### config.mk
export PLATFORM = sky130hd
export DESIGN_NAME = analog_io_top
export DESIGN_NICKNAME = d
export VERILOG_FILES = /design/src/sys_bus_pkg.sv /design/src/analog_pkg.sv /design/src/analog_io_top.sv /design/src/dac_backend.sv /design/src/adc_frontend.sv /design/src/pwm_gen.sv /design/src/ams_regs.sv /design/src/housekeeping.sv /design/src/sys_bus_decoder.sv
export SDC_FILE = /design/constraint.sdc
export NUM_CORES = 1
export LEC_CHECK = 0
export BUFFER_PORTS_ARGS = -buffer_cell sky130_fd_sc_hd__buf_2
export CAP_MARGIN = 15
export CORE_MARGIN = 2
export CORE_UTILIZATION = 58
export DETAILED_ROUTE_END_ITERATION = 10
export GPL_TIMING_DRIVEN = 0
export PLACE_DENSITY = 0.88
export SLEW_MARGIN = 20
export SYNTH_ARGS = -nofsm -noshare
export SYNTH_HDL_FRONTEND = slang
export SYNTH_SLANG_ARGS = --single-unit
### constraint.sdc
create_clock -name adc_clk -period 4.28 [get_ports adc_clk]
set_clock_uncertainty 0.2 [all_clocks]
set_input_delay 0.642 -clock adc_clk [delete_from_list [all_inputs] [get_ports adc_clk]]
set_output_delay 0.642 -clock adc_clk [all_outputs]
set_load 0.01 [all_outputs]
### src/sys_bus_pkg.sv
// system bus definitions
package sys_bus_pkg;

  //////////////////////////////
  // bus geometry
  //////////////////////////////

  localparam int ADDR_W     = 32;
  localparam int DATA_W     = 32;
  localparam int N_REGION   = 8;                 // regions on the bus
  localparam int REGION_W   = $clog2(N_REGION);  // 3 bit region field
  localparam int REGION_LSB = 20;                // region field is addr[22:20]

  // mapped regions
  localparam int REGION_HK  = 0;  // housekeeping
  localparam int REGION_AMS = 4;  // analog mixed signals

  // master to slave
  typedef struct packed {
    logic [ADDR_W-1:0] addr;   // byte address
    logic [DATA_W-1:0] wdata;  // write data
    logic              wen;    // write strobe, single cycle
    logic              ren;    // read strobe, single cycle
  } sys_req_t;

  // slave to master
  typedef struct packed {
    logic [DATA_W-1:0] rdata;  // read data, valid with ack
    logic              ack;    // transfer done
    logic              err;    // never set here
  } sys_rsp_t;

  // answer of an empty region
  localparam sys_rsp_t RSP_UNUSED = '{rdata: '0, ack: 1'b1, err: 1'b0};

endpackage

### src/analog_pkg.sv
// analog path definitions
package analog_pkg;

  //////////////////////////////
  // widths and counts
  //////////////////////////////

  localparam int ADC_W      = 16;  // raw ADC pin word
  localparam int SAMPLE_W   = 14;  // signed sample width
  localparam int N_CH       = 2;   // analog channels
  localparam int N_PWM      = 4;   // PWM outputs
  localparam int PWM_DUTY_W = 8;   // 256 cycles per period
  localparam int PWM_FRAME  = 16;  // periods per dither frame

  typedef logic        [ADC_W-1:0]    adc_raw_t;   // straight from the ADC pins
  typedef logic signed [SAMPLE_W-1:0] sample_t;    // two's complement
  typedef logic        [SAMPLE_W-1:0] dac_word_t;  // negative-slope offset binary

  // saturation limits
  localparam sample_t SAMPLE_MAX = {1'b0, {(SAMPLE_W-1){1'b1}}};  // +8191
  localparam sample_t SAMPLE_MIN = {1'b1, {(SAMPLE_W-1){1'b0}}};  // -8192

  // one PWM channel setup, duty in the upper byte
  typedef struct packed {
    logic [PWM_DUTY_W-1:0] duty;    // base high cycles per period
    logic [PWM_FRAME-1:0]  dither;  // bit k adds a cycle in period k
  } pwm_cfg_t;

  // negative-slope offset binary <-> two's complement
  // same bit operation both ways, so it is its own inverse
  function automatic logic [SAMPLE_W-1:0] neg_slope(input logic [SAMPLE_W-1:0] w);
    return {w[SAMPLE_W-1], ~w[SAMPLE_W-2:0]};  // keep sign, flip the rest
  endfunction

endpackage
### src/analog_io_top.sv
// analog I/O core top level
`timescale 1ns/1ps

module analog_io_top import sys_bus_pkg::*; import analog_pkg::*; #(
  parameter logic [DATA_W-1:0] BOARD_ID = 32'h0A10_0001  // read at HK 0x00
)(
  input  logic                   adc_clk,     // single clock domain
  input  logic                   arst_n_i,    // async reset, active low
  input  sys_req_t               sys_req_i,   // system bus master
  output sys_rsp_t               sys_rsp_o,
  input  adc_raw_t  [N_CH-1:0]   adc_dat_i,   // ADC pins
  input  sample_t   [N_CH-1:0]   gen_dat_i,   // generator stream
  input  sample_t   [N_CH-1:0]   ctl_dat_i,   // controller stream
  output sample_t   [N_CH-1:0]   adc_dat_o,   // conditioned ADC samples
  output dac_word_t [N_CH-1:0]   dac_dat_o,   // DAC words
  output logic      [N_PWM-1:0]  dac_pwm_o    // PWM DAC pins
);

  sys_req_t [N_REGION-1:0] slv_req;   // per region requests
  sys_rsp_t [N_REGION-1:0] slv_rsp;   // per region responses
  sys_rsp_t                hk_rsp;
  sys_rsp_t                ams_rsp;
  logic                    digital_loop;
  pwm_cfg_t [N_PWM-1:0]    pwm_cfg;
  sample_t  [N_CH-1:0]     dac_sum;   // saturated sum for loopback

  //////////////////////////////
  // system bus
  //////////////////////////////

  always_comb
  begin
    slv_rsp             = '0;       // empty regions answered in the decoder
    slv_rsp[REGION_HK]  = hk_rsp;
    slv_rsp[REGION_AMS] = ams_rsp;
  end

  sys_bus_decoder i_dec (.adc_clk (adc_clk), .arst_n_i (arst_n_i),
    .req_i (sys_req_i), .rsp_o (sys_rsp_o), .slv_req_o (slv_req), .slv_rsp_i (slv_rsp));

  housekeeping #(.BOARD_ID (BOARD_ID)) i_hk (.adc_clk (adc_clk), .arst_n_i (arst_n_i),
    .req_i (slv_req[REGION_HK]), .rsp_o (hk_rsp), .digital_loop_o (digital_loop));

  //////////////////////////////
  // PWM outputs
  //////////////////////////////

  ams_regs i_ams (.adc_clk (adc_clk), .arst_n_i (arst_n_i),
    .req_i (slv_req[REGION_AMS]), .rsp_o (ams_rsp), .pwm_cfg_o (pwm_cfg));

  for (genvar i = 0; i < N_PWM; i++)
  begin : g_pwm
    pwm_gen i_pwm_gen (.adc_clk (adc_clk), .arst_n_i (arst_n_i),
      .cfg_i (pwm_cfg[i]), .pwm_o (dac_pwm_o[i]));
  end

  //////////////////////////////
  // ADC and DAC paths
  //////////////////////////////

  adc_frontend i_adc (.adc_clk (adc_clk), .arst_n_i (arst_n_i), .adc_dat_i (adc_dat_i),
    .digital_loop_i (digital_loop), .loop_dat_i (dac_sum), .adc_dat_o (adc_dat_o));

  dac_backend i_dac (.adc_clk (adc_clk), .arst_n_i (arst_n_i), .gen_dat_i (gen_dat_i),
    .ctl_dat_i (ctl_dat_i), .sum_dat_o (dac_sum), .dac_dat_o (dac_dat_o));

endmodule

### src/dac_backend.sv
// DAC summing and output register
`timescale 1ns/1ps

module dac_backend import analog_pkg::*; (
  input  logic                   adc_clk,    // DAC runs on the ADC clock
  input  logic                   arst_n_i,   // async reset, active low
  input  sample_t   [N_CH-1:0]   gen_dat_i,  // generator stream
  input  sample_t   [N_CH-1:0]   ctl_dat_i,  // controller stream
  output sample_t   [N_CH-1:0]   sum_dat_o,  // saturated sum, combinational
  output dac_word_t [N_CH-1:0]   dac_dat_o   // registered DAC word
);

  localparam dac_word_t DAC_IDLE = neg_slope('0);  // word for sample 0

  logic [N_CH-1:0][SAMPLE_W:0] sum;  // 15 bit sum, one guard bit
  logic [N_CH-1:0]             ovf;  // sum does not fit 14 bits

  //////////////////////////////
  // sum and saturation
  //////////////////////////////

  always_comb
  begin
    for (int ch = 0; ch < N_CH; ch++)
    begin
      // explicit sign extension
      sum[ch] = {gen_dat_i[ch][SAMPLE_W-1], gen_dat_i[ch]}
              + {ctl_dat_i[ch][SAMPLE_W-1], ctl_dat_i[ch]};
      ovf[ch] = sum[ch][SAMPLE_W] ^ sum[ch][SAMPLE_W-1];  // top two bits differ
      if (!ovf[ch])
        sum_dat_o[ch] = sum[ch][SAMPLE_W-1:0];
      else if (sum[ch][SAMPLE_W])
        sum_dat_o[ch] = SAMPLE_MIN;   // below -8192
      else
        sum_dat_o[ch] = SAMPLE_MAX;   // above 8191
    end
  end

  //////////////////////////////
  // output register
  //////////////////////////////

  always_ff @(posedge adc_clk or negedge arst_n_i)
  begin
    if (!arst_n_i)
      dac_dat_o <= {N_CH{DAC_IDLE}};  // DAC at mid scale
    else
    begin
      for (int ch = 0; ch < N_CH; ch++)
        dac_dat_o[ch] <= neg_slope(sum_dat_o[ch]);  // signed to negative slope
    end
  end

  // an overflowing sum must land on the matching limit word
  for (genvar ch = 0; ch < N_CH; ch++)
  begin : g_sat_chk
    // same operand signs and a flipped result sign mean overflow
    a_sat_word : assert property (@(posedge adc_clk) disable iff (!arst_n_i)
      (gen_dat_i[ch][SAMPLE_W-1] == ctl_dat_i[ch][SAMPLE_W-1])
        && (sum[ch][SAMPLE_W-1] != gen_dat_i[ch][SAMPLE_W-1])
      |=> dac_dat_o[ch] ==
        neg_slope($past(gen_dat_i[ch][SAMPLE_W-1]) ? SAMPLE_MIN : SAMPLE_MAX));
  end

endmodule

### src/adc_frontend.sv
// ADC capture and conversion
`timescale 1ns/1ps

module adc_frontend import analog_pkg::*; (
  input  logic                  adc_clk,         // ADC sample clock
  input  logic                  arst_n_i,        // async reset, active low
  input  adc_raw_t [N_CH-1:0]   adc_dat_i,       // raw pins, 16 bit
  input  logic                  digital_loop_i,  // select loopback
  input  sample_t  [N_CH-1:0]   loop_dat_i,      // saturated DAC sum
  output sample_t  [N_CH-1:0]   adc_dat_o        // two's complement samples
);

  logic [N_CH-1:0][SAMPLE_W-1:0] adc_q;  // captured top 14 bits

  //////////////////////////////
  // capture
  //////////////////////////////

  // low two bits belong to a 16 bit converter, dropped here
  always_ff @(posedge adc_clk or negedge arst_n_i)
  begin
    if (!arst_n_i)
    begin
      for (int ch = 0; ch < N_CH; ch++)
        adc_q[ch] <= neg_slope('0);   // raw code of sample 0
    end
    else
    begin
      for (int ch = 0; ch < N_CH; ch++)
        adc_q[ch] <= adc_dat_i[ch][ADC_W-1 -: SAMPLE_W];
    end
  end

  //////////////////////////////
  // conversion and loop select
  //////////////////////////////

  always_comb
  begin
    for (int ch = 0; ch < N_CH; ch++)
    begin
      if (digital_loop_i)
        adc_dat_o[ch] = loop_dat_i[ch];         // DAC word straight back, no delay
      else
        adc_dat_o[ch] = neg_slope(adc_q[ch]);   // negative slope to signed
    end
  end

endmodule

### src/pwm_gen.sv
// dithered PWM output
`timescale 1ns/1ps

module pwm_gen import analog_pkg::*; (
  input  logic     adc_clk,   // PWM runs on the ADC clock
  input  logic     arst_n_i,  // async reset, active low
  input  pwm_cfg_t cfg_i,     // live register value
  output logic     pwm_o      // PWM pin
);

  localparam int FRM_W = $clog2(PWM_FRAME);  // period index bits

  logic [PWM_DUTY_W-1:0] cnt;         // position in the 256 cycle period
  logic [FRM_W-1:0]      prd;         // period inside the 16 period frame
  pwm_cfg_t              cfg_q;       // config used for this period
  logic                  period_end;  // last cycle of a period
  logic [PWM_DUTY_W:0]   high_len;    // high cycles this period, up to 256

  assign period_end = &cnt;

  // base duty plus one when this period's dither bit is set
  assign high_len = {1'b0, cfg_q.duty} + {{PWM_DUTY_W{1'b0}}, cfg_q.dither[prd]};

  //////////////////////////////
  // counters and output
  //////////////////////////////

  always_ff @(posedge adc_clk or negedge arst_n_i)
  begin
    if (!arst_n_i)
    begin
      cnt   <= '0;
      prd   <= '0;
      cfg_q <= '0;     // duty 0 keeps the pin low
      pwm_o <= 1'b0;
    end
    else
    begin
      cnt   <= cnt + 1'b1;                      // wraps every 256
      pwm_o <= ({1'b0, cnt} < high_len);        // high at period start
      if (period_end)
      begin
        prd   <= prd + 1'b1;                    // next period of frame
        cfg_q <= cfg_i;                         // new setup only at the boundary
      end
    end
  end

endmodule

### src/ams_regs.sv
// PWM configuration registers
`timescale 1ns/1ps

module ams_regs import sys_bus_pkg::*; import analog_pkg::*; (
  input  logic                  adc_clk,    // bus clock
  input  logic                  arst_n_i,   // async reset, active low
  input  sys_req_t              req_i,      // gated request
  output sys_rsp_t              rsp_o,      // registered response
  output pwm_cfg_t [N_PWM-1:0]  pwm_cfg_o   // one word per PWM output
);

  localparam int IDX_W = $clog2(N_PWM);        // register index bits
  localparam int CFG_W = $bits(pwm_cfg_t);     // 24 bit payload

  // first PWM register, the rest follow at 4 byte steps
  localparam logic [REGION_LSB-1:0] OFS_PWM = 'h20;

  logic [REGION_LSB-1:0] ofs;
  logic                  pwm_hit;   // offset inside 0x20..0x2c, word aligned
  logic [IDX_W-1:0]      pwm_idx;   // which of the four
  logic [DATA_W-1:0]     rdata;
  logic                  ack;

  assign ofs     = req_i.addr[REGION_LSB-1:0];
  assign pwm_idx = ofs[2 +: IDX_W];
  assign pwm_hit = (ofs[REGION_LSB-1:IDX_W+2] == OFS_PWM[REGION_LSB-1:IDX_W+2])
                && (ofs[1:0] == 2'b00);

  //////////////////////////////
  // config storage
  //////////////////////////////

  always_ff @(posedge adc_clk or negedge arst_n_i)
  begin
    if (!arst_n_i)
      pwm_cfg_o <= '0;                                     // all outputs idle
    else if (req_i.wen && pwm_hit)
      pwm_cfg_o[pwm_idx] <= req_i.wdata[CFG_W-1:0];       // upper byte ignored
  end

  //////////////////////////////
  // bus response
  //////////////////////////////

  always_ff @(posedge adc_clk or negedge arst_n_i)
  begin
    if (!arst_n_i)
    begin
      ack   <= 1'b0;
      rdata <= '0;
    end
    else
    begin
      ack <= req_i.wen | req_i.ren;
      if (req_i.ren)
      begin
        rdata <= '0;                                        // unknown offsets read 0
        if (pwm_hit)
          rdata[CFG_W-1:0] <= pwm_cfg_o[pwm_idx];
      end
    end
  end

  assign rsp_o = '{rdata: rdata, ack: ack, err: 1'b0};

  // ack is a single pulse per strobe
  a_ack_pulse : assert property (@(posedge adc_clk) disable iff (!arst_n_i)
    rsp_o.ack |=> !rsp_o.ack);

endmodule

### src/housekeeping.sv
// housekeeping registers
`timescale 1ns/1ps

module housekeeping import sys_bus_pkg::*; #(
  parameter logic [DATA_W-1:0] BOARD_ID = 32'h0A10_0001  // identification word
)(
  input  logic     adc_clk,         // bus clock
  input  logic     arst_n_i,        // async reset, active low
  input  sys_req_t req_i,           // gated request
  output sys_rsp_t rsp_o,           // registered response
  output logic     digital_loop_o   // DAC words back into ADC path
);

  // register offsets inside the region
  localparam logic [REGION_LSB-1:0] OFS_ID   = 'h00;  // read only
  localparam logic [REGION_LSB-1:0] OFS_LOOP = 'h04;  // loop bit 0

  logic [REGION_LSB-1:0] ofs;    // offset part of address
  logic [DATA_W-1:0]     rdata;  // read data
  logic                  ack;    // one cycle after strobe

  assign ofs = req_i.addr[REGION_LSB-1:0];

  //////////////////////////////
  // loop control
  //////////////////////////////

  always_ff @(posedge adc_clk or negedge arst_n_i)
  begin
    if (!arst_n_i)
      digital_loop_o <= 1'b0;              // normal ADC path
    else if (req_i.wen && (ofs == OFS_LOOP))
      digital_loop_o <= req_i.wdata[0];
  end

  //////////////////////////////
  // bus response
  //////////////////////////////

  always_ff @(posedge adc_clk or negedge arst_n_i)
  begin
    if (!arst_n_i)
    begin
      ack   <= 1'b0;
      rdata <= '0;
    end
    else
    begin
      ack <= req_i.wen | req_i.ren;  // writes to unknown offsets ack too
      if (req_i.ren)
      begin
        case (ofs)
          OFS_ID   : rdata <= BOARD_ID;
          OFS_LOOP : rdata <= {{(DATA_W-1){1'b0}}, digital_loop_o};
          default  : rdata <= '0;     // unknown offset reads zero
        endcase
      end
    end
  end

  assign rsp_o = '{rdata: rdata, ack: ack, err: 1'b0};

endmodule

### src/sys_bus_decoder.sv
// system bus region decoder
`timescale 1ns/1ps

module sys_bus_decoder import sys_bus_pkg::*; (
  input  logic                     adc_clk,    // bus clock
  input  logic                     arst_n_i,   // async reset, active low
  input  sys_req_t                 req_i,      // from master
  output sys_rsp_t                 rsp_o,      // to master
  output sys_req_t [N_REGION-1:0]  slv_req_o,  // per region request
  input  sys_rsp_t [N_REGION-1:0]  slv_rsp_i   // per region response
);

  // regions that hold a real slave
  localparam logic [N_REGION-1:0] MAPPED = (N_REGION'(1) << REGION_HK)
                                         | (N_REGION'(1) << REGION_AMS);

  logic [REGION_W-1:0]    region;   // addressed region
  logic [N_REGION-1:0]    cs;       // one-hot region select
  sys_rsp_t [N_REGION-1:0] rsp_arr; // responses incl. empty regions

  assign region = req_i.addr[REGION_LSB +: REGION_W];  // addr[22:20]
  assign cs     = N_REGION'(1) << region;

  //////////////////////////////
  // strobe fan-out
  //////////////////////////////

  always_comb
  begin
    for (int r = 0; r < N_REGION; r++)
    begin
      slv_req_o[r]     = req_i;               // addr and data go everywhere
      slv_req_o[r].wen = req_i.wen & cs[r];   // strobes only to the selected one
      slv_req_o[r].ren = req_i.ren & cs[r];
    end
  end

  //////////////////////////////
  // response mux
  //////////////////////////////

  always_comb
  begin
    for (int r = 0; r < N_REGION; r++)
    begin
      if (MAPPED[r])
        rsp_arr[r] = slv_rsp_i[r];
      else
        rsp_arr[r] = RSP_UNUSED;  // immediate ack, reads zero
    end
  end

  assign rsp_o = rsp_arr[region];  // master sees only the addressed region

  // master never raises both strobes
  a_strobe_excl : assert property (@(posedge adc_clk) disable iff (!arst_n_i)
    !(req_i.wen && req_i.ren));

endmodule

* Word level (Yosys, flattened, before mapping)
Index checks and enable logic that the tools add are counted.
Operators by class: bitwise operators 12, shift-type cells 1, eq/ne operators 2, reductions and logical operators 10, add/subtract/negate cells 14, multiplexer cells 23, $lt $le $gt $ge 11
Operators by type and width (count):
- binary-select mux 34 bit (select 3 bit) | 1
- bitwise mux 96 bit | 1
- two-way mux 14 bit | 6
- two-way mux 24 bit | 3
- case mux 28 bit (2 select lines) | 1
- inverter 13 bit | 4
- binary-select mux 24 bit (select 2 bit) | 1
- demux 24 bit (select 2 bit) | 1
- adder 8 x 1 -> 9 bit | 4
- less-than comparator 8 x 9 -> 1 bit | 4
- two-way mux 34 bit | 1
- adder 8 x 1 -> 8 bit, second input constant | 4
- AND reduction 8 bit | 4
- adder 14 x 14 -> 15 bit | 2
- == test 20 x 3 -> 1 bit, second input constant | 1
- logical NOT 20 bit | 1
- less-than comparator 4 x 5 -> 1 bit, second input constant | 4
- adder 4 x 1 -> 4 bit, second input constant | 4
- binary-select mux 1 bit (select 4 bit) | 4
- == test 16 x 2 -> 1 bit, second input constant | 1
- << shifter 1 x 3 -> 5 bit, first input constant | 1
- AND 1 bit | 4
- logical AND 1 bit | 4
- less-than comparator 3 x 4 -> 1 bit, second input constant | 1
- 6 further kinds | 11
Word-level totals: bits in registers 359, word-level logic and storage cells 110, input bits 156, output and inout bits 94

* Longest topological paths before layout
Gate-level depths: netlist of the first run.
depth in word-level cells 5, gate-level depth with buffers 14, gate-level depth less buffers 13

* Modules after synthesis
Synthesis of the first run repeated with hierarchy kept, for this count alone.
Unflattened totals: cell total of the unflattened synthesis 1962, area total of the unflattened synthesis 21645.8 um^2
By module, submodules not included:
- pwm_gen | area each 1901.8 um^2, cells an instance 141, seq. area each 925.9 um^2, times used 4
- ams_regs | area each 5422.7 um^2, cells an instance 361, seq. area each 3027.9 um^2, times used 1
- sys_bus_decoder | area each 4493.1 um^2, cells an instance 613, seq. area each 0.0 um^2, times used 1
- dac_backend | area each 2533.7 um^2, cells an instance 281, seq. area each 733.2 um^2, times used 1
- adc_frontend | area each 1133.6 um^2, cells an instance 88, seq. area each 733.2 um^2, times used 1
- housekeeping | area each 451.7 um^2, cells an instance 54, seq. area each 100.1 um^2, times used 1
- analog_io_top | area each 3.8 um^2, cells an instance 1, seq. area each 0.0 um^2, times used 1

* Worst setup path before layout of the first run
Ideal clock, no wire load.
kind input to output, start point input gen_dat_i[14] (netlist bit), end point output adc_dat_o[25] (netlist bit), slack 567 ps, cell stages on the path 12, data required time 3438 ps, arrival time 2871 ps, path buffers 1, cells stage by stage ha_1 inv_1 fa_1 nand2b_2 a21o_1 a2111oi_4 a211oi_4 nor2_4 a22o_4 buf_12 a21oi_4 mux2i_1
RTL lines:
- from (decl) | RTL line analog_io_top.sv:12 | input sample_t [N_CH-1:0] gen_dat_i,
- to (decl) | RTL line analog_io_top.sv:14 | output sample_t [N_CH-1:0] adc_dat_o,

==> results of run 1 <==
-- sequential cells by signal (all words and copies together), names as in the netlist --
register and flops:
g_pwm.i_pwm_gen.pwm_o 4, i_hk.ack 1, i_hk.digital_loop_o 1, i_ams.rdata 24
i_dac.dac_dat_o 28, i_ams.ack 1, g_pwm.i_pwm_gen.cfg_q 96, g_pwm.i_pwm_gen.prd 16
g_pwm.i_pwm_gen.cnt 32, i_adc.adc_q 28, i_ams.pwm_cfg_o 96, i_hk.rdata 2
-- repair_timing --
action,4_1_cts,5_1_grt
hold buffers,1,0
buffers inserted,0,2
gates resized for setup,1,8
pin swaps,0,2
endpoints found under the hold margin,40,0
endpoints found under the setup margin,1,8
gates cloned,0,0
-- worst max-delay path, delay by kind of cell --
kind                     cells  cell delay (ns)
multiplexers                 1             0.21
adder cells (fa/ha/maj)      2             0.55
AND/OR/NAND/NOR              2             0.42
AO/OA/AOI/OAI                5             0.96
buffers and inverters        4             0.51
-- per-stage QoR --
| step | TNS, ns | hold slack, ns | std cells |
|---|---|---|---|
| floorplan | 0 | 0.146 | 1337 |
| global placement | -1046.92 | 0.257 | 1942 |
| detailed placement | 0 | 0.264 | 1945 |
| CTS | 0 | 0.00868 | 2007 |
| global route | -0.00597 | 0.0142 | 2010 |
| finish | 0 | 0.0198 | 2011 |
-- synth_stat cells (5+ instances only) --
cell type  instances
dfrtp_1          277
mux2_2           179
nand2_1          108
ha_1              76
dfstp_2           52
o21ai_0           50
mux4_2            44
xor2_1            39
xnor2_1           37
a21oi_1           36
and3_1            35
nor2_1            34
nand3_1           33
a21o_1            32
clkbuf_1          27
mux2_1            21
inv_1             20
mux2i_1           18
nand4_1           18
buf_4             15
buf_2             13
a211oi_1          12
nand2b_1          11
a21oi_4           10
nor3_1            10
buf_1              8
o211ai_1           8
and2_1             6
buf_6              6
nor2b_1            6
nor4_1             6
o21a_1             5
o31ai_1            5
-- report_power, final --
group	switching (mW)	total, mW	leakage (nW)	internal (mW)
sequential	0.0218	3.27	4.35	3.25
clock	1.24	3.02	0.564	1.78
combinational	0.555	0.913	4.72	0.358
-- metal layers --
metal	wire, um	track usage [%]	up-vias
li1	-	-	5384
met1	16600	34.6	6020
met2	21600	49.2	435
met3	2800	5.42	92
met4	1410	9.55	0
met5	0	0	-
-- logic make-up (layout without fill, tap and decap cells) --
family / after synthesis / after routing / synth area share (%)
XOR/XNOR: 76 / 76 / 3.93
AO/OA/AOI/OAI: 197 / 197 / 8.62
adder cells (fa/ha/maj): 78 / 78 / 5.85
flip-flops: 329 / 329 / 49.0
other: 1 / 9 / 0.0221
multiplexers: 266 / 266 / 20.5
buffers and inverters: 91 / 379 / 2.90
AND/OR/NAND/NOR: 293 / 293 / 9.17
-- layout make-up --
type | instances | area share, %
clock inverter | 15 | 0.876
multi-input combinational | 917 | 41.3
sequential | 329 | 41.8
buffer | 71 | 2.11
antenna | 2 | 0.0252
inverter | 20 | 0.378
clock buffer | 46 | 4.87
timing repair buffer | 227 | 6.17
tap | 384 | 2.42
-- worst max-delay path by stage --
stage | from | to | slack [ns]
final | ctl_dat_i[14] | adc_dat_o[19] | 0.14
after global routing | ctl_dat_i[0] | adc_dat_o[9] | -0.006
after CTS | gen_dat_i[0] | adc_dat_o[4] | 0.07
after detailed placement | g_pwm[1].i_pwm_gen.prd[0] | g_pwm[1].i_pwm_gen.pwm_o | 0.02
after global placement | arst_n_i | g_pwm[3].i_pwm_gen.cnt[1] | -3.52
after floorplan | gen_dat_i[14] | adc_dat_o[25] | 0.57
==> results.cfg, run 1 <==
[outcome]
outcome = finished, final reports clean

[logic_synthesis]
synth.avg_cell_area_sq_um = 12.7
synth-edff-count = 0
yosysSeqAreaShare_pct = 49.0
synth_largest_area_cell = dfrtp_1
synthCells = 1331
synth_top_flop_cell = dfrtp_1
synthTopCellsByArea = dfrtp_1 (41%), mux2_2 (12%), dfstp_2 (8.1%)
synth.top_cell.area_share_pct = 40.9
yosys_warnings = 0
ys_seq_elements = 329
synth_area_sq_um = 16900
synth-async-reset-ratio_pct = 100
synth.distinct_cells = 82

[detailed_routing]
post-route-drc-count = 0
wl_per_cell_um = 21.1
vias_per_cell = 5.93
drt_pre_antenna_iters = 7
finalWirelength_um = 42400
drt_iter0_drc = 756
vias = 11900
ant_nets = 0

[setup_path]
cp.arrival_ns = 3.30
reg2reg_from = g_pwm[1].i_pwm_gen.prd[0]
cp_max_fo = 10
startpoint_type = input port
rrSetupSlack_ns = 0.21
r2r_end = g_pwm[1].i_pwm_gen.pwm_o
ff2ff_path_depth = 14
cp-end-kind = output pin
cpPeakStageDelay_ns = 0.38
worstPathCellList = buf_2, ha_1, inv_1, fa_1, nand2b_2, a21o_1, a2111oi_4, a211oi_4, nor2_4, a22o_4, buf_12, a21oi_4, mux2i_2, buf_2
crit_type = in2out
slowest_stage = fa_1
cp_data_required_time_ns = 3.44
worst_path_most_repeated_cell = buf_2

[cells_and_area]
fill_cells = 1939
layout_commonest_cell = dfrtp_1
multi_input_area_sq_um = 8200
seqCellArea_sq_um = 8300
final_nets = 1835
final_cell_mix = dfrtp_1 (277), buf_2 (234), mux2_2 (179)
final_layout_size_suffix_gt1_share_pct = 39.6
post-route-util_pct = 69.1
layout-area-overhead-vs-synth_pct = 17.1
final_area_sq_um = 19800

[sta]
relSlewSlack_pct = 36.8
post-route-min-period_ns = 4.14
finalHoldViolations = 0
fmaxAchievable_mhz = 242
worst_pin_slew_ns = 0.947
finalWorstSetupSlack_ns = 0.142
finalSetupViolCount = 0
period_share_pct = 96.7
slew_violations = 0

[power]
powerDensity_nw_per_um2 = 363
leakage_nw = 9.63
ir_drop_v = 0.000289
total_power_mw = 7.20

[grt]
grt_pass1_vias = 12400
grt_max_degree = 100
grt-ovfl-total = 0
grt_pass1_wl_um = 66900
antenna_found_initial = 2
grtUsageTotal_pct = 27.9

[cts]
htree_levels = 2
clock_latency_ns = 0.53
cts-root-buf = clkbuf_16
clock_sink_count = 329
cts_tree = done
clkTransAtPathRegs_ns = 0.06
cts_buffer_depth = 3
numCtsBuffers = 35

[placement]
place_area_sq_um = 18600
gp_congestion = 0.875
dp_slack_ns = 0.0207
place_hpwl_um = 31300
io_buffer_count = 221

[run]
maxCapViolations = 0

[min_path]
hold_path_class = in2reg
min_path_cells = 1
hp-start = adc_dat_i[3]
hold_end = i_adc.adc_q[1]

[die]
core.rowCount = 62
io_pins = 250
die_w_um = 175
die_y_um = 175
die_area_sq_um = 30600
start_util_pct = 59.0
core_sq_um = 28700
(Power assumes the default switching activity.)
==> run 2: changes to the inputs <==
--- a/config.mk
+++ b/config.mk
@@ -8,10 +8,10 @@
 export BUFFER_PORTS_ARGS = -buffer_cell sky130_fd_sc_hd__buf_2
 export CAP_MARGIN = 15
 export CORE_MARGIN = 2
-export CORE_UTILIZATION = 58
+export CORE_UTILIZATION = 55
 export DETAILED_ROUTE_END_ITERATION = 10
 export GPL_TIMING_DRIVEN = 0
-export PLACE_DENSITY = 0.88
+export PLACE_DENSITY = 0.84
 export SLEW_MARGIN = 20
 export SYNTH_ARGS = -nofsm -noshare
 export SYNTH_HDL_FRONTEND = slang
==> run 2 against run 1 <==
  * Sequential power barely moved
  * Global-route usage fell by 2.0 points
  * Utilization fell by 3.6 points
  * Maximum frequency fell by 0.52%
  * Die area rose by 5.3%
  * Cell area rose by 0.54%
==> results.cfg, run 2 (synthesis gave the netlist of run 1 again) <==
[setup_path]
crit_type = in2out
worst_path_most_repeated_cell = buf_2
worstPathCellList = buf_2, ha_2, inv_1, fa_1, nand2b_4, a21o_4, a2111oi_4, a211oi_4, nor2_4, buf_4, nor2b_4, buf_12, a21oi_4, mux2i_4, buf_2
cpPeakStageDelay_ns = 0.40
cp_max_fo = 10
cp-end-kind = output pin
startpoint_type = input port
slowest_stage = fa_1
cp.arrival_ns = 3.32
ff2ff_path_depth = 14
cp_data_required_time_ns = 3.44
cp.depth = 15
critical_path.top_delay_family = compound AO/OA/AOI/OAI gates
crit_buf_inv = 5

[die]
core.rowCount = 64
start_util_pct = 55.7
io_pins = 250
core_sq_um = 30400
die_y_um = 180
die_area_sq_um = 32200
die_w_um = 180

[sta]
period_share_pct = 97.2
fmaxAchievable_mhz = 240
post-route-min-period_ns = 4.16
relSlewSlack_pct = 38.0
slew_violations = 0
finalHoldViolations = 0
tns_ns = 0
worst_pin_slew_ns = 0.930
finalSetupViolCount = 0
finalWorstSetupSlack_ns = 0.120

[detailed_routing]
drt_iter0_drc = 714
finalWirelength_um = 41900
vias = 11900
vias_per_cell = 5.87
drt_pre_antenna_iters = 5
ant_nets = 0
wl_per_cell_um = 20.7
post-route-drc-count = 0

[cts]
clock_latency_ns = 0.54
htree_levels = 2
cts-root-buf = clkbuf_16
cts_buffer_depth = 3
clock_sink_count = 329
numCtsBuffers = 36
clkTransAtPathRegs_ns = 0.06
cts_tree = done

[outcome]
outcome = finished, final reports clean

[grt]
grt_max_degree = 103
grt_pass1_vias = 12300
antenna_found_initial = 2
grt_pass1_wl_um = 67000
grtUsageTotal_pct = 26.0
grt-ovfl-total = 0

[cells_and_area]
reg_top3 = g_pwm.i_pwm_gen.cfg_q: 96 flops, i_ams.pwm_cfg_o: 96 flops, g_pwm.i_pwm_gen.cnt: 32 flops
layout_commonest_cell = dfrtp_1
final_layout_size_suffix_gt1_share_pct = 39.6
final_cell_mix = dfrtp_1 (277), buf_2 (233), mux2_2 (179)
final_nets = 1838
layout-area-overhead-vs-synth_pct = 17.8

[power]
leakage_nw = 9.68
powerDensity_nw_per_um2 = 367
ir_drop_v = 0.000300

[placement]
place_hpwl_um = 30700
dp_slack_ns = 0.0475
io_buffer_count = 221
gp_congestion = 0.915

[min_path]
min_path_cells = 1
hold_path_class = in2reg

[run]
maxCapViolations = 0
-- run 2: where the power goes --
group / leakage, nW / switching, mW / internal [mW]
registers: 4.35 / 0.0223 / 3.25
clock network: 0.584 / 1.28 / 1.84
logic: 4.74 / 0.554 / 0.365
-- run 2: metrics by stage --
stage	utilization (%)	cells	power (mW)	cell area (sq um)	hold WS [ns]
3_3_place_gp	61.0	1954	4.18	18600	0.261
4_1_cts	65.3	2025	7.35	19900	0.00139
3_5_place_dp	61.4	1958	4.22	18700	0.265
5_1_grt	65.6	2029	7.58	20000	0.00224
6_report	65.6	2029	7.32	20000	0.0205
2_1_floorplan	-	1337	3.86	17000	0.146
-- run 2: layout make-up --
cell class                      count  area [sq um]
Inverter                           20          75.1
Clock buffer                       52          1010
Antenna cell                        1          2.50
Tap cell                          396           495
Timing Repair Buffer              229          1260
Sequential cell                   329          8300
Multi-Input combinational cell    917          8210
Fill cell                        2191         10500
Clock inverter                     14           178
Buffer                             71           419
-- run 2: repair_timing --
item / 4_1_cts / 5_1_grt
buffers inserted: 0 / 3
endpoints found under the hold margin: 49 / 0
hold buffers: 1 / 0
endpoints found under the setup margin: 0 / 10
resized for setup: 0 / 11
-- run 2: worst paths after layout --
path / start / slack, ns / endpoint
worst min-delay path: adc_dat_i[6] / 0.02 / i_adc.adc_q[4]
min in group asynchronous: arst_n_i / 0.59 / i_dac.dac_dat_o[27]
worst min register to register: i_ams.rdata[2] / 0.27 / i_ams.rdata[2]
worst max-delay path: ctl_dat_i[14] / 0.12 / adc_dat_o[17]
max in group asynchronous: arst_n_i / 1.82 / g_pwm[2].i_pwm_gen.cnt[5]
worst max register to register: g_pwm[3].i_pwm_gen.prd[0] / 0.28 / g_pwm[3].i_pwm_gen.pwm_o
-- run 2: worst reg2reg max path, delay by kind of cell, from the launching register on --
family / cells / cell delay, ns
compound gates: 6 / 0.93
fa+ha+maj: 3 / 0.73
buf+inv: 2 / 0.49
flops: 1 / 0.37
mux: 2 / 1.14
simple gates: 1 / 0.06
-- run 2: metal layers --
layer / wire, um / GRT usage [%] / vias up
met3: 2610 / 4.98 / 86
met2: 21200 / 44.9 / 452
met4: 1410 / 9.33 / 0
met5: 0 / 0 / -
met1: 16700 / 32.7 / 5982
li1: - / - / 5382
==> run 3: changes to the inputs <==
--- a/config.mk
+++ b/config.mk
@@ -12,6 +12,7 @@
 export DETAILED_ROUTE_END_ITERATION = 10
 export GPL_TIMING_DRIVEN = 0
 export PLACE_DENSITY = 0.84
+export RECOVER_POWER = 100
 export SLEW_MARGIN = 20
 export SYNTH_ARGS = -nofsm -noshare
 export SYNTH_HDL_FRONTEND = slang
==> run 3 against run 2 <==
  * Hold slack got worse by 0.0020 ns
  * Critical endpoint unchanged
  * Global-route usage did not move
  * Via count fell by 0.13%
  * Combinational power fell by 3.0%
  * Critical path depth did not move
  * Largest power group unchanged
  * Highest routed layer unchanged
  * Utilization fell by 0.63 points
  * Sequential share of layout area rose by 0.41 points
  * Sequential cell count did not move
  * Non-clock buffer count did not move
  * Cell area fell by 0.97%
==> results.cfg, run 3 (synthesis gave the netlist of run 1 again) <==
[setup_path]
cpPeakStageDelay_ns = 0.40
slowest_stage = fa_1
rrSetupSlack_ns = 0.28
cp_data_required_time_ns = 3.44
cp-end-kind = output pin
critical_path.top_delay_family = compound AO/OA/AOI/OAI gates
r2r_end = g_pwm[3].i_pwm_gen.pwm_o
cp_max_fo = 10
reg2reg_from = g_pwm[3].i_pwm_gen.prd[0]
crit_buf_inv = 5
worstPathCellList = buf_2, ha_2, inv_1, fa_1, nand2b_4, a21o_4, a2111oi_4, a211oi_4, nor2_4, buf_4, nor2b_4, buf_12, a21oi_4, mux2i_4, buf_2
cp.arrival_ns = 3.32
ff2ff_path_depth = 14
startpoint_type = input port
crit_type = in2out
worst_path_most_repeated_cell = buf_2

[cells_and_area]
layout_commonest_cell = dfrtp_1
final_nets = 1838
final_layout_size_suffix_gt1_share_pct = 34.7
final_cell_mix = dfrtp_1 (277), mux2_2 (175), buf_2 (165)
layout-area-overhead-vs-synth_pct = 16.6
reg_top3 = g_pwm.i_pwm_gen.cfg_q: 96 flops, i_ams.pwm_cfg_o: 96 flops, g_pwm.i_pwm_gen.cnt: 32 flops

[grt]
grt_pass1_wl_um = 67000
grt-ovfl-total = 0
grtUsageTotal_pct = 26.0
grt_pass1_vias = 12300
grt_max_degree = 103
antenna_found_initial = 2

[sta]
slew_violations = 0
finalWorstSetupSlack_ns = 0.118
finalHoldViolations = 0
period_share_pct = 97.2
relSlewSlack_pct = 6.27
finalSetupViolCount = 0
fmaxAchievable_mhz = 240
post-route-min-period_ns = 4.16
worst_pin_slew_ns = 1.41

[cts]
cts-root-buf = clkbuf_16
numCtsBuffers = 36
clock_latency_ns = 0.54
cts_tree = done
clkTransAtPathRegs_ns = 0.06
htree_levels = 2
cts_buffer_depth = 3
clock_sink_count = 329

[detailed_routing]
drt_iter0_drc = 695
finalWirelength_um = 41900
wl_per_cell_um = 20.7
ant_nets = 0
vias = 11900
vias_per_cell = 5.86
post-route-drc-count = 0
drt_pre_antenna_iters = 5

[power]
leakage_nw = 9.40
powerDensity_nw_per_um2 = 369
ir_drop_v = 0.000300
total_power_mw = 7.29

[placement]
io_buffer_count = 221
place_hpwl_um = 30700
dp_slack_ns = 0.0475
gp_congestion = 0.915

[min_path]
hold_path_class = in2reg
min_path_cells = 1
hold_end = i_adc.adc_q[4]
hp-start = adc_dat_i[6]

[die]
die_w_um = 180
die_area_sq_um = 32200
core_sq_um = 30400
core.rowCount = 64
io_pins = 250
start_util_pct = 55.7
die_y_um = 180

[run]
maxCapViolations = 0

[outcome]
outcome = finished, final reports clean
run 3: timing repair:
action / 4_1_cts / 5_1_grt
endpoints found under the setup margin: 0 / 10
endpoints found under the hold margin: 49 / 0
buffers inserted: 0 / 3
gates resized for setup: 0 / 11
hold buffers: 1 / 0
run 3: through the flow:
step	area, sq um	instances	setup TNS, ns	hold WS (ns)	util, %
6_report	19800	2029	0	0.0185	64.9
5_1_grt	19800	2029	-0.000546	0.00224	64.9
4_1_cts	19900	2025	0	0.00139	65.3
3_5_place_dp	18700	1958	0	0.265	61.4
3_3_place_gp	18600	1954	-1072.01	0.261	61.0
2_1_floorplan	17000	1337	0	0.146	-
run 3: worst max-delay path by stage:
stage | start | end | slack [ns] | cells after the start
2_1_floorplan | gen_dat_i[14] | adc_dat_o[25] | 0.57 | 12
3_3_place_gp | arst_n_i | g_pwm[2].i_pwm_gen.cnt[6] | -3.61 | 1
3_5_place_dp | ctl_dat_i[14] | adc_dat_o[17] | 0.05 | 14
4_1_cts | ctl_dat_i[14] | adc_dat_o[17] | 0.03 | 14
5_1_grt | ctl_dat_i[14] | adc_dat_o[17] | -0.0005 | 15
6_report | ctl_dat_i[14] | adc_dat_o[17] | 0.12 | 15
run 3: where the power goes:
part	internal [mW]	switching (mW)	total (mW)	leakage, nW
Combinational	0.339	0.552	0.891	4.46
Clock	1.84	1.28	3.12	0.584
Sequential	3.25	0.0251	3.28	4.35
Total	5.43	1.85	7.29	9.40
run 3: worst register-to-register path: stages (launching register included):
cell      delay (ns)
dfrtp_1         0.36
clkbuf_1        0.45
mux4_2          0.61
mux4_2          0.54
ha_1            0.21
ha_1            0.26
inv_1           0.04
ha_1            0.26
a21o_1          0.16
a21o_1          0.18
a21o_1          0.19
a21o_1          0.18
a21oi_1         0.13
o21ai_0         0.09
nand2_1         0.06
run 3: layout make-up:
cell class / instances / area [sq um]
fillers: 2251 / 10700
flip-flops and latches: 329 / 8300
multi-input cells: 917 / 8160
repair buffers: 229 / 1140
clock buffers: 52 / 1010
well taps: 396 / 495
plain buffers: 71 / 403
clock inverters: 14 / 178
inverters: 20 / 75.1
diodes: 1 / 2.50
run 3: per-layer routing:
layer,part of all wire (%),vias up,track usage [%]
li1,-,5381,-
met3,6.1,89,4.98
met1,40,5994,32.7
met5,0,-,0
met2,51,422,44.9
met4,3.5,0,9.33
